--- config.mk ---
export PLATFORM = sky130hd
export DESIGN_NAME = decode
export DESIGN_NICKNAME = d
export VERILOG_FILES = /design/src/verilog/isa_pkg.sv /design/src/verilog/mem_pkg.sv /design/src/verilog/decode.sv
export SDC_FILE = /design/constraint.sdc
export NUM_CORES = 1
export LEC_CHECK = 0
export BUFFER_PORTS_ARGS = -buffer_cell sky130_fd_sc_hd__buf_2
export CAP_MARGIN = 20
export CORE_UTILIZATION = 42
export CTS_CLUSTER_DIAMETER = 60
export DETAILED_ROUTE_END_ITERATION = 8
export PLACE_DENSITY = 0.74
export SKIP_LAST_GASP = 1
export SYNTH_ARGS = -nofsm -noshare
export SYNTH_HDL_FRONTEND = slang
export SYNTH_SLANG_ARGS = --single-unit
--- constraint.sdc ---
create_clock -name clock -period 1.8 [get_ports clock]
set_clock_uncertainty 0.05 [all_clocks]
set_input_delay 0.27 -clock clock [delete_from_list [all_inputs] [get_ports clock]]
set_output_delay 0.27 -clock clock [all_outputs]
set_load 0.05 [all_outputs]
--- src/verilog/isa_pkg.sv ---
package isa_pkg;

    typedef logic [31:0] instr_t;
    typedef logic [4:0]  reg_idx_t;

    // Major opcodes of the supported subset
    typedef enum logic [6:0] {
        OP_R      = 7'b0110011,
        OP_I      = 7'b0010011,
        OP_LUI    = 7'b0110111,
        OP_LOAD   = 7'b0000011,
        OP_STORE  = 7'b0100011,
        OP_BRANCH = 7'b1100011
    } opcode_e;

    typedef enum logic [2:0] {
        ALU_ADD,
        ALU_SUB,
        ALU_AND,
        ALU_OR,
        ALU_XOR,
        ALU_PASS_B    // LUI, immediate straight through
    } alu_op_e;

    typedef enum logic [1:0] {
        BR_NONE,
        BR_EQ,
        BR_NE
    } branch_e;

    // funct3 codes
    localparam logic [2:0] F3_ADD = 3'b000;
    localparam logic [2:0] F3_XOR = 3'b100;
    localparam logic [2:0] F3_OR  = 3'b110;
    localparam logic [2:0] F3_AND = 3'b111;
    localparam logic [2:0] F3_BNE = 3'b001;

endpackage

--- src/verilog/mem_pkg.sv ---
package mem_pkg;

    typedef logic [31:0] word_t;
    typedef logic [31:0] addr_t;

    // PWM duty and free-running counter
    typedef logic [7:0] pwm_duty_t;

    // Duty register, everything below is RAM
    localparam addr_t PWM_ADDR = 32'h0000_0400;

endpackage

--- src/verilog/decode.sv ---
module decode (
    input  logic              clock,
    input  logic              rst_n,
    input  logic              enable,
    input  logic              stall,
    input  logic              flush,
    input  isa_pkg::instr_t   instr,
    input  mem_pkg::addr_t    pc,
    input  logic              valid,
    input  mem_pkg::word_t    value1,
    input  mem_pkg::word_t    value2,
    output isa_pkg::reg_idx_t rs1,
    output isa_pkg::reg_idx_t rs2,
    output logic              hold,
    output mem_pkg::word_t    ex_op1,
    output mem_pkg::word_t    ex_op2,
    output mem_pkg::word_t    ex_imm,
    output isa_pkg::reg_idx_t ex_rs1,
    output isa_pkg::reg_idx_t ex_rs2,
    output isa_pkg::reg_idx_t ex_rd,
    output isa_pkg::alu_op_e  ex_alu_op,
    output logic              ex_alu_src,
    output logic              ex_mem_read,
    output logic              ex_mem_write,
    output logic              ex_reg_write,
    output isa_pkg::branch_e  ex_branch,
    output mem_pkg::addr_t    ex_pc
);
    import isa_pkg::*;
    import mem_pkg::*;

    opcode_e    opcode;
    logic [2:0] funct3;
    reg_idx_t   rd;
    word_t      imm;
    alu_op_e    alu_op;
    logic       alu_src;
    logic       mem_read;
    logic       mem_write;
    logic       reg_write;
    branch_e    branch;
    logic       advance;
    logic       issue;

    function automatic alu_op_e funct_op(input logic [2:0] f3, input logic sub);
        alu_op_e op;
        case (f3)
            F3_XOR:  op = ALU_XOR;
            F3_OR:   op = ALU_OR;
            F3_AND:  op = ALU_AND;
            default: op = sub ? ALU_SUB : ALU_ADD;
        endcase
        return op;
    endfunction

    assign opcode = opcode_e'(instr[6:0]);
    assign funct3 = instr[14:12];
    assign rd     = instr[11:7];
    assign rs1    = instr[19:15];
    assign rs2    = instr[24:20];

    // Load in execute feeding this instruction costs one bubble
    assign hold    = valid && ex_mem_read && (ex_rd == rs1 || ex_rd == rs2);
    assign advance = enable && !stall;
    assign issue   = valid && !flush && !hold;

    always_comb begin
        alu_op    = ALU_ADD;
        alu_src   = 1'b1;
        mem_read  = 1'b0;
        mem_write = 1'b0;
        reg_write = 1'b0;
        branch    = BR_NONE;
        imm       = {{20{instr[31]}}, instr[31:20]};    // I-type
        case (opcode)
            OP_R: begin
                alu_src   = 1'b0;
                reg_write = 1'b1;
                alu_op    = funct_op(funct3, instr[30]);
            end
            OP_I: begin
                reg_write = 1'b1;
                alu_op    = funct_op(funct3, 1'b0);
            end
            OP_LUI: begin
                reg_write = 1'b1;
                alu_op    = ALU_PASS_B;
                imm       = {instr[31:12], 12'b0};
            end
            OP_LOAD: begin
                mem_read  = 1'b1;
                reg_write = 1'b1;
            end
            OP_STORE: begin
                mem_write = 1'b1;
                imm       = {{20{instr[31]}}, instr[31:25], instr[11:7]};
            end
            OP_BRANCH: begin
                alu_src = 1'b0;
                branch  = (funct3 == F3_BNE) ? BR_NE : BR_EQ;
                imm     = {{19{instr[31]}}, instr[31], instr[7], instr[30:25],
                           instr[11:8], 1'b0};
            end
            default: ;    // Unsupported opcodes run as NOP
        endcase
        if (rd == '0) begin
            reg_write = 1'b0;    // Keeps x0 out of forwarding too
        end
    end

    always_ff @(posedge clock or negedge rst_n) begin
        if (!rst_n) begin
            ex_mem_read  <= 1'b0;
            ex_mem_write <= 1'b0;
            ex_reg_write <= 1'b0;
            ex_branch    <= BR_NONE;
        end else if (advance) begin
            ex_mem_read  <= issue && mem_read;
            ex_mem_write <= issue && mem_write;
            ex_reg_write <= issue && reg_write;
            ex_branch    <= issue ? branch : BR_NONE;
        end
    end

    always_ff @(posedge clock) begin
        if (advance) begin
            ex_op1     <= value1;
            ex_op2     <= value2;
            ex_imm     <= imm;
            ex_rs1     <= rs1;
            ex_rs2     <= rs2;
            ex_rd      <= rd;
            ex_alu_op  <= alu_op;
            ex_alu_src <= alu_src;
            ex_pc      <= pc;
        end
    end

endmodule

== After elaboration in Yosys (flattened, before gate mapping) ==
Index checks and enable logic that the tools add are counted.

* Muxes and demuxes: 13
* Reductions and logical operators: 15
* Equality and inequality tests: 12

{| class="wikitable"
|+ Operators by type and width
! cell !! count
|-
| one-hot mux 31 bit (3 select lines) || 1
|-
| one-hot mux 3 bit (3 select lines) || 3
|-
| equality test 7 x 6 -> 1 bit (second input constant) || 3
|-
| equality test 5 bit || 2
|-
| equality test 3 bit (second input constant) || 3
|-
| logical AND 1 bit || 8
|-
| equality test 7 x 2 -> 1 bit (second input constant) || 1
|-
| equality test 7 x 5 -> 1 bit (second input constant) || 1
|-
| equality test 7 bit (second input constant) || 1
|-
| 2-to-1 mux 1 bit || 6
|-
| 2-to-1 mux 2 bit || 3
|-
| logical NOT 5 bit || 1
|-
| OR reduction 4 bit || 1
|-
| equality test 3 x 1 -> 1 bit (second input constant) || 1
|-
| logical NOT 1 bit || 3
|-
| OR reduction 2 bit || 1
|-
| logical OR 1 bit || 1
|}

* Bits in registers: 152
* Output and inout port bits: 163
* Logic and storage cells: 53

== Depth between registers and ports, before layout ==
Gate-level depths: netlist (run 1).

* Depth after elaboration: 6
* Depth in mapped cells: 6
* Gate-level depth less buffers: 4

== Least setup slack after synthesis (run 1) ==
OpenSTA, ideal clock, no wires.

* Path kind: in2reg
* Start: input port stall
* End: register ex_branch[0]
* Stages: 4
* Required time: 1.643 ns
* Arrival time: 4.284 ns
* Path buffers: 0
* Setup time: 0.107 ns
* Slack: -2.641 ns
* Path through: nand2b_1 inv_1 nand3b_1 o31ai_1

* Cells in the longest elaborated chain, start to end: 2

{| class="wikitable"
|+ RTL lines
! element !! RTL line !! text
|-
| start, declared || decode.sv:5 || <nowiki>input logic stall,</nowiki>
|-
| logical NOT 1 bit || decode.sv:64 || <nowiki>assign advance = enable && !stall;</nowiki>
|-
| logical AND 1 bit || decode.sv:64 ||
|-
| via advance || decode.sv:42 || <nowiki>logic advance;</nowiki>
|-
| end signal, assigned || decode.sv:121 || <nowiki>ex_branch <= issue ? branch : BR_NONE;</nowiki>
|-
| end, declared || decode.sv:26 || <nowiki>output isa_pkg::branch_e ex_branch,</nowiki>
|}

The timed path passes the listed nets, and every way through them passes these cells.
A chain may end at the register's enable or synchronous reset.

== Worst setup path after layout (run 1) ==
* Start: register ex_rd[1]
* End: output port hold

* Cells in the longest elaborated chain, start to end: 3

{| class="wikitable"
|+ RTL lines
! element !! RTL line !! text
|-
| start, declared || decode.sv:20 || <nowiki>output isa_pkg::reg_idx_t ex_rd,</nowiki>
|-
| start signal, assigned || decode.sv:132 || <nowiki>ex_rd <= rd;</nowiki>
|-
| equality test 5 bit || decode.sv:63 || <nowiki>assign hold = valid && ex_mem_read && (ex_rd == rs1 || ex_rd == rs2);</nowiki>
|-
| logical OR 1 bit (*) || decode.sv:63 ||
|-
| logical AND 1 bit (*) || decode.sv:63 ||
|-
| end, declared || decode.sv:14 || <nowiki>output logic hold,</nowiki>
|}

Mark *: on every way between the ends. The rest lies on a longest branch, timed or not.

==> results.toml, run 1 <==
[outcome]
outcome = "finished, violations left"
violations = "negative setup slack"

[worst_setup_path]
critPathLaunchType = "flop"
critical-path-slowest-cell = "edfxtp_1"
critPathCaptureType = "output port"
crit_path_cell_trace = "xnor2_2 > nand4_1 > o22ai_2 > and2_4 > buf_8"
critPathBufInv = 1
path_depth = 5
cp.required_ns = 1.48
cpPeakStageDelay_ns = 0.46
worstRegToRegCells = 5
r2r-end = "ex_branch[1]"
crit_fanout = 3
startpoint = "ex_rd[1]"
cp.arrival_ns = 1.72
r2r_start = "ex_rd[1]"
reg2reg_slack_ns = 0.36
path_class = "reg2out"
crit_end = "hold"
crit_family = "flip-flops"

[sta]
setup_tns_ns = -0.2385
fin_ws_ns = -0.2385
setup_viol = 1
slew_violations = 0
fmax_mhz = 490.6
finalCriticalPeriod_ns = 2.038
tightestPinTransition_ns = 0.5271
timing.final.crit_share = 1.132
rsz0062_at_grt = "yes"
hold_violations = 0
max_slew_margin = 0.6479
fin_hold_ws_ns = 0.02312

[power]
ir_worst_vdd_mv = 0.6035
power.density_nw_per_um2 = 1101
leakage_nw = 3.755

[detailed_routing]
drtIter0Drc = 289
first_pass_iters = 5
vias = 4179
ant_nets = 0
via_per_inst = 4.809
route.detailed.drc = 0
avgRoutedWirePerCell_um = 19.21
drt-total-wl_mm = 16.69

[yosys]
ys.flop_type = "edfxtp_1"
netlist_instances = 270
synth_nets = 404
ys_ff_latch = 152
yosysWarnings = 0
yosysTopAreaCellShare = 0.8329
synth_edf_count = 147
netlist_area_um2 = 5300
yosysUniqueCellTypes = 32
yosysSeqAreaShare = 0.8565
synthArstFlopShare = 0.03289
synth_area_leaders = "edfxtp_1 (83%), a21o_1 (2.7%), dfrtp_1 (2.4%), buf_4 (1.7%), xnor2_1 (1.7%)"
syn_area_per_cell_um2 = 19.63
yosys.area.top_type = "edfxtp_1"

[global_routing]
grt_use_total = 0.2593
antenna_found_initial = 2
grt_pass1_vias = 4199
grt_max_degree = 44
grt_pass1_wl_mm = 23.78
grt-ovfl-total = 0

[final_layout]
final_common_cell = "buf_2"
final_cell_mix = "buf_2 (295), edfxtp_1 (147), dlygate4sd3_1 (99)"
post-route-util = 0.7184
fin_nets = 820
area_growth_pct = 64.85
fill_cells = 795
drive_above_1_share = 0.5050

[cts]
clock_latency_ns = 0.41
cts_tree = "built"
ctsLongestPathBuffers = 2
clock_sinks = 152
root_buffer = "clkbuf_16"
numCtsBuffers = 17
cts_max_level = 4
clk_pin_slew_ns = 0.06

[placement]
pre_cts_ws_ns = -0.2369
portBuffers = 296
routabilityCongestion = 0.8993
dp_hpwl_mm = 10.46

[die]
die_x_um = 114.3
start_util = 0.4358
core-area_um2 = 12160
ios = 297
dieArea_um2 = 13070
num_rows = 40
fp.dieH_um = 114.3

[worst_hold_path]
hold_class = "in2reg"

[job]
timing.max_cap.violations = 0
==> worst reg2reg max path, cell delays in order, from the launching register on <==
cell      delay [ns]
edfxtp_1        0.46
xnor2_2         0.18
nand4_1         0.10
o22ai_2         0.11
buf_4           0.16
o31ai_1         0.27
==> cell families (layout without fill, tap and decap cells) <==
group | after synthesis | after routing | share of synthesized area
compound gates | 37 | 37 | 0.04887
xor+xnor | 10 | 10 | 0.01652
buf+inv | 19 | 448 | 0.02408
flops | 152 | 152 | 0.8565
mux | 1 | 1 | 0.002124
other cells | 0 | 2 | 0
simple gates | 51 | 51 | 0.05194
==> layout make-up <==
type | count | area [µm²] | area share
timing repair buffer | 413 | 2680 | 0.3067
sequential | 152 | 4539 | 0.5195
clock inverter | 15 | 200.2 | 0.02291
tap | 168 | 210.2 | 0.02406
clock buffer | 17 | 425.4 | 0.04869
multi-input combinational | 99 | 661.9 | 0.07576
inverter | 3 | 15.01 | 0.001718
antenna | 2 | 5.005 | 0.0005728
==> power breakdown <==
part | internal, mW | switching, mW | total (mW)
sequential | 4.14 | 0.0764 | 4.22
combinational | 0.478 | 1.17 | 1.64
clock | 2.33 | 1.43 | 3.76
total | 6.94 | 2.68 | 9.62
==> per-layer routing <==
layer  global-route usage  wire length [µm]  part of all wire  vias up
met3              0.09264              1672              0.10       45
met2               0.4699              8902              0.53      275
met4               0.1489               610             0.037        0
met1               0.2546              5505              0.33     1993
met5                    0                 0                 0        -
li1                     -                 -                 -     1866
==> per-stage QoR <==
| stage | power, mW | instance area, µm² | std cells |
|---|---|---|---|
| floorplan | 5.269 | 5320 | 270 |
| global placement | 5.693 | 7093 | 736 |
| detailed placement | 5.720 | 7093 | 736 |
| CTS | 9.602 | 8727 | 867 |
| global route | 9.883 | 8737 | 869 |
| finish | 9.619 | 8737 | 869 |
==> cell usage after synthesis (all sizes together), types with 2 or more instances <==
| library cell | count |
|---|---|
| edfxtp | 147 |
| nand2 | 23 |
| a21o | 19 |
| buf | 16 |
| xnor2 | 10 |
| nor2b | 9 |
| dfrtp | 5 |
| o21ai | 5 |
| o31ai | 5 |
| inv | 3 |
| nand2b | 3 |
| nor2 | 3 |
| a21oi | 2 |
| nand3 | 2 |
| nand3b | 2 |
| nand4 | 2 |
| or4 | 2 |
==> worst min-delay path by stage <==
stage                     startpoint  cells after the start           end
final                       instr[8]                      1      ex_rd[1]
after global routing        instr[8]                      1      ex_rd[1]
after CTS                   instr[8]                      1      ex_rd[1]
after detailed placement       rst_n                      1   ex_mem_read
after global placement         rst_n                      1  ex_mem_write
after floorplan                rst_n                      0  ex_branch[0]
==> flip-flops by register name (all words and copies together), names as in the netlist <==
register and cells:
ex_branch 2, ex_rs1 5, ex_rd 5, ex_rs2 5
ex_op2 32, ex_mem_write 1, ex_imm 32, ex_pc 32
ex_mem_read 1, ex_alu_op 3, ex_reg_write 1, ex_op1 32
ex_alu_src 1
==> repair_timing <==
action                     4_1_cts  5_1_grt
pin swaps                        4        2
setup buffers                    0        0
hold endpoints to repair       103        0
setup endpoints to repair        1        2
gates resized for setup          4        1
hold buffers                    99        0
Note: power is estimated with default switching activity, not from simulation.
==> run 2: changes to the inputs <==
--- a/config.mk
+++ b/config.mk
@@ -17 +17,2 @@
 export SYNTH_SLANG_ARGS = --single-unit
+export TNS_END_PERCENT = 1
==> constraint.sdc (replaced) <==
create_clock -name clock -period 2.1 [get_ports clock]
set_clock_uncertainty 0.05 [all_clocks]
set_input_delay 0.315 -clock clock [delete_from_list [all_inputs] [get_ports clock]]
set_output_delay 0.315 -clock clock [all_outputs]
set_load 0.1 [all_outputs]
==> results.toml, run 2 (synthesis results as in run 1) <==
[worst_setup_path]
critPathLaunchType = "flop"
startpoint = "ex_rd[1]"
r2r_start = "ex_rd[3]"
crit_end = "hold"
worstRegToRegCells = 5
reg2reg_slack_ns = 0.72
path_class = "reg2out"
crit_fanout = 3
r2r-end = "ex_reg_write"
critPathCaptureType = "output port"
cp.arrival_ns = 1.71
cp.required_ns = 1.74

[final_layout]
post-route-util = 0.6279
regArea_um2 = 4539
drive_above_1_share = 0.5832
fill_cells = 947
fin_nets = 716
area_growth_pct = 44.07
layout.cells.non_filler = 766
final_common_cell = "buf_2"
multi_input_area_um2 = 649.4
final_cell_mix = "buf_2 (295), edfxtp_1 (147), nand2_1 (23)"

[die]
die_x_um = 114.3
core-area_um2 = 12160
ios = 297
fp.dieH_um = 114.3
start_util = 0.4358
dieArea_um2 = 13070
num_rows = 40

[detailed_routing]
route.detailed.drc = 0
drtIter0Drc = 240
drt-total-wl_mm = 13.66
via_per_inst = 4.753
first_pass_iters = 4
ant_nets = 0
avgRoutedWirePerCell_um = 17.84
vias = 3641

[sta]
rsz0062_at_grt = "yes"
max_slew_margin = 0.3895
fin_hold_ws_ns = 0.02692
fmax_mhz = 482.6
slew_violations = 0
hold_violations = 0
setup_viol = 0
finalCriticalPeriod_ns = 2.072
tightestPinTransition_ns = 0.9117
timing.final.crit_share = 0.9867

[power]
ir_worst_vdd_mv = 0.4215
p_sw_mw = 3.007
p_seq_frac = 0.418
leakage_nw = 3.278
intPower_mw = 5.599
p_clk_frac = 0.354
power_switching_share = 0.3494
power.density_nw_per_um2 = 1127
p_total_mw = 8.606
comb_power_share = 0.228

[cts]
clk_pin_slew_ns = 0.07
clock_sinks = 152
cts_max_level = 4
root_buffer = "clkbuf_16"
numCtsBuffers = 17
ctsLongestPathBuffers = 2
clock_latency_ns = 0.41
cts_tree = "built"

[placement]
place_inst = 728
portBuffers = 296
dp_hpwl_mm = 10.23
routabilityCongestion = 0.9155

[job]
timing.max_cap.violations = 0

[global_routing]
grt_pass1_vias = 3475
grt_pass1_wl_mm = 19.18
grt_use_total = 0.2043
grt_max_degree = 49
grt-ovfl-total = 0
antenna_found_initial = 3

[worst_hold_path]
hold_class = "in2reg"
whs_path_depth = 1

[outcome]
outcome = "finished clean"
run 2: cell types whose count changed in the layout (fill, tap and decap cells not counted), moves of 2 or more:
cell	before	now
buf_12	5	3
dlygate4sd3_1	99	1
inv_6	1	4
bufinv_16	4	2
buf_4	13	10
run 2: through the flow:
step,worst slack [ns],instance area [µm²],setup TNS (ns)
2_1_floorplan,-1.126,5311,-149.53
3_3_place_gp,0.09960,7002,0
3_5_place_dp,0.02634,7002,0
4_1_cts,0.0004931,7629,0
5_1_grt,-0.07417,7636,-0.07417
6_report,0.02787,7636,0
run 2: timing repair:
action,4_1_cts,5_1_grt
resized for setup,2,0
endpoints found under the setup margin,1,1
setup buffers,2,0
hold buffers,1,0
endpoints found under the hold margin,5,0
pin swaps,0,1
run 2: worst min-delay path by stage:
stage / from / endpoint / slack [ns]
after global routing: value2[20] / ex_op2[20] / 0.003
after global placement: rst_n / ex_reg_write / 0.08
after detailed placement: rst_n / ex_branch[0] / 0.09
after CTS: pc[29] / ex_pc[29] / 0.01
final: pc[29] / ex_pc[29] / 0.03
after floorplan: rst_n / ex_branch[0] / -0.03
run 2: cell type report:
cell class,instances,area share
flip-flops and latches,152,0.5945
repair buffers,309,0.2124
multi-input cells,99,0.08504
clock buffers,17,0.05571
well taps,168,0.02753
clock inverters,15,0.02196
inverters,3,0.001966
diodes,3,0.0009831
run 2: routing by layer:
layer,vias to the layer above,global-route usage,share of wire
li1,1651,-,-
met1,1790,0.2057,0.34
met2,186,0.3705,0.55
met3,14,0.09052,0.095
met4,0,0.07619,0.013
met5,-,0,0
run 2: power by group through the flow:
stage	registers [mW]	logic [mW]	clock network (mW)
floorplan	5.06	0.198	0
global placement	3.65	1.95	0
detailed placement	3.66	1.96	0
CTS	3.60	1.97	3.08
global route	3.61	2.01	3.22
finish	3.60	1.97	3.04
run 2: worst max-delay path, cell delays in order (launching register included):
cell      delay (ns)
edfxtp_1        0.43
xnor2_1         0.18
nand4_1         0.13
o22ai_2         0.20
and2_4          0.19
buf_12          0.17
==> run 3: changes to the inputs <==
clock period = 2.23 ns   (was 2.1 ns; I/O delays follow)
==> results.toml, run 3 (synthesis results as in run 1) <==
[final_layout]
final_common_cell = "buf_2"
drive_above_1_share = 0.5817
fin_nets = 721
area_growth_pct = 46.44
post-route-util = 0.6382
final_cell_mix = "buf_2 (295), edfxtp_1 (147), nand2_1 (23)"
layout.cells.non_filler = 770

[detailed_routing]
ant_nets = 0
via_per_inst = 4.649
drt-total-wl_mm = 13.51
first_pass_iters = 4
drtIter0Drc = 282
vias = 3580
route.detailed.drc = 0
avgRoutedWirePerCell_um = 17.54

[job]
timing.max_cap.violations = 0

[worst_setup_path]
path_class = "reg2out"
worstRegToRegCells = 5
cp.required_ns = 1.85
cp.arrival_ns = 1.74
critPathCaptureType = "output port"
critPathLaunchType = "flop"
crit_fanout = 3

[placement]
portBuffers = 296
routabilityCongestion = 0.9015
dp_hpwl_mm = 10.37
pre_cts_ws_ns = 0.1339
place_inst = 734

[sta]
tightestPinTransition_ns = 0.9286
hold_violations = 0
rsz0062_at_grt = "no"
fin_ws_ns = 0.1049
max_slew_margin = 0.3781
finalCriticalPeriod_ns = 2.125
setup_viol = 0
fmax_mhz = 470.6
setup_tns_ns = 0
timing.final.crit_share = 0.9530
slew_violations = 0

[cts]
clock_sinks = 152
root_buffer = "clkbuf_16"
clk_pin_slew_ns = 0.06
ctsLongestPathBuffers = 2
cts_tree = "built"
numCtsBuffers = 17
cts_max_level = 4
clock_latency_ns = 0.41

[die]
fp.dieH_um = 114.3
core-area_um2 = 12160
ios = 297
dieArea_um2 = 13070
die_x_um = 114.3
num_rows = 40
start_util = 0.4358

[global_routing]
grt_max_degree = 33
grt-ovfl-total = 0
antenna_found_initial = 2
met1_usage = 0.2085
grt_pass1_vias = 3531
grt_pass1_wl_mm = 19.38
gr-usage-met3 = 0.09264
grt_use_total = 0.2092
grt_util_met2 = 0.3883
busiest_layer = "met2"

[worst_hold_path]
whs_path_depth = 1
hold_class = "in2reg"

[power]
leakage_nw = 3.338
power.density_nw_per_um2 = 1086
ir_worst_vdd_mv = 0.6068

[outcome]
outcome = "finished clean"
## run 3: cell type report
type | instances | area, µm²
flip-flops and latches | 152 | 4539
fillers | 896 | 4400
repair buffers | 314 | 1684
multi-input cells | 99 | 649.4
clock buffers | 19 | 432.9
clock inverters | 13 | 225.2
well taps | 168 | 210.2
inverters | 3 | 15.01
diodes | 2 | 5.005
## run 3: worst paths after layout
kind	start	endpoint	slack, ns
setup / recovery	ex_rd[1]	hold	0.10
hold reg to reg	ex_reg_write	ex_reg_write	0.45
setup reg to reg	ex_rd[1]	ex_branch[0]	0.83
max in group asynchronous	rst_n	ex_mem_read	1.78
hold / removal	value2[26]	ex_op2[26]	0.04
min in group asynchronous	rst_n	ex_mem_write	0.22
## run 3: worst max-delay path, cell delays in order, from the launching register on
cell      delay (ns)
edfxtp_1        0.43
xnor2_1         0.17
nand4_1         0.12
o22ai_2         0.24
and2_4          0.19
buf_12          0.17
## run 3: routing by layer
layer	routed length, µm	share of wire	up-vias
li1	-	-	1663
met3	1198	0.089	14
met5	0	0	-
met4	181	0.013	0
met2	7603	0.56	186
met1	4523	0.33	1717
## run 3: through the flow
stage	power [mW]	area, µm²	hold slack (ns)
floorplan	4.955	5311	-0.01109
global placement	5.288	7072	0.1019
global route	8.647	7761	0.01735
detailed placement	5.309	7072	0.1047
CTS	8.465	7746	0.02763
finish	8.427	7761	0.04394
## run 3: power by group
| group | switching [mW] | total (mW) | leakage (nW) | internal [mW] |
|---|---|---|---|---|
| Combinational | 1.59 | 1.86 | 1.58 | 0.266 |
| Clock | 1.08 | 3.18 | 0.313 | 2.09 |
| Sequential | 0.0497 | 3.39 | 1.45 | 3.34 |
| Total | 2.73 | 8.43 | 3.34 | 5.70 |
## run 3: what timing repair did
| action | in CTS | in global routing |
|---|---|---|
| setup endpoints to repair | 1 | 1 |
| hold endpoints to repair | 5 | 0 |
| resized for setup | 1 | 1 |
| hold buffers | 1 | 0 |
| pin swaps | 0 | 1 |
| cloned | 0 | 0 |
| buffers inserted | 0 | 1 |
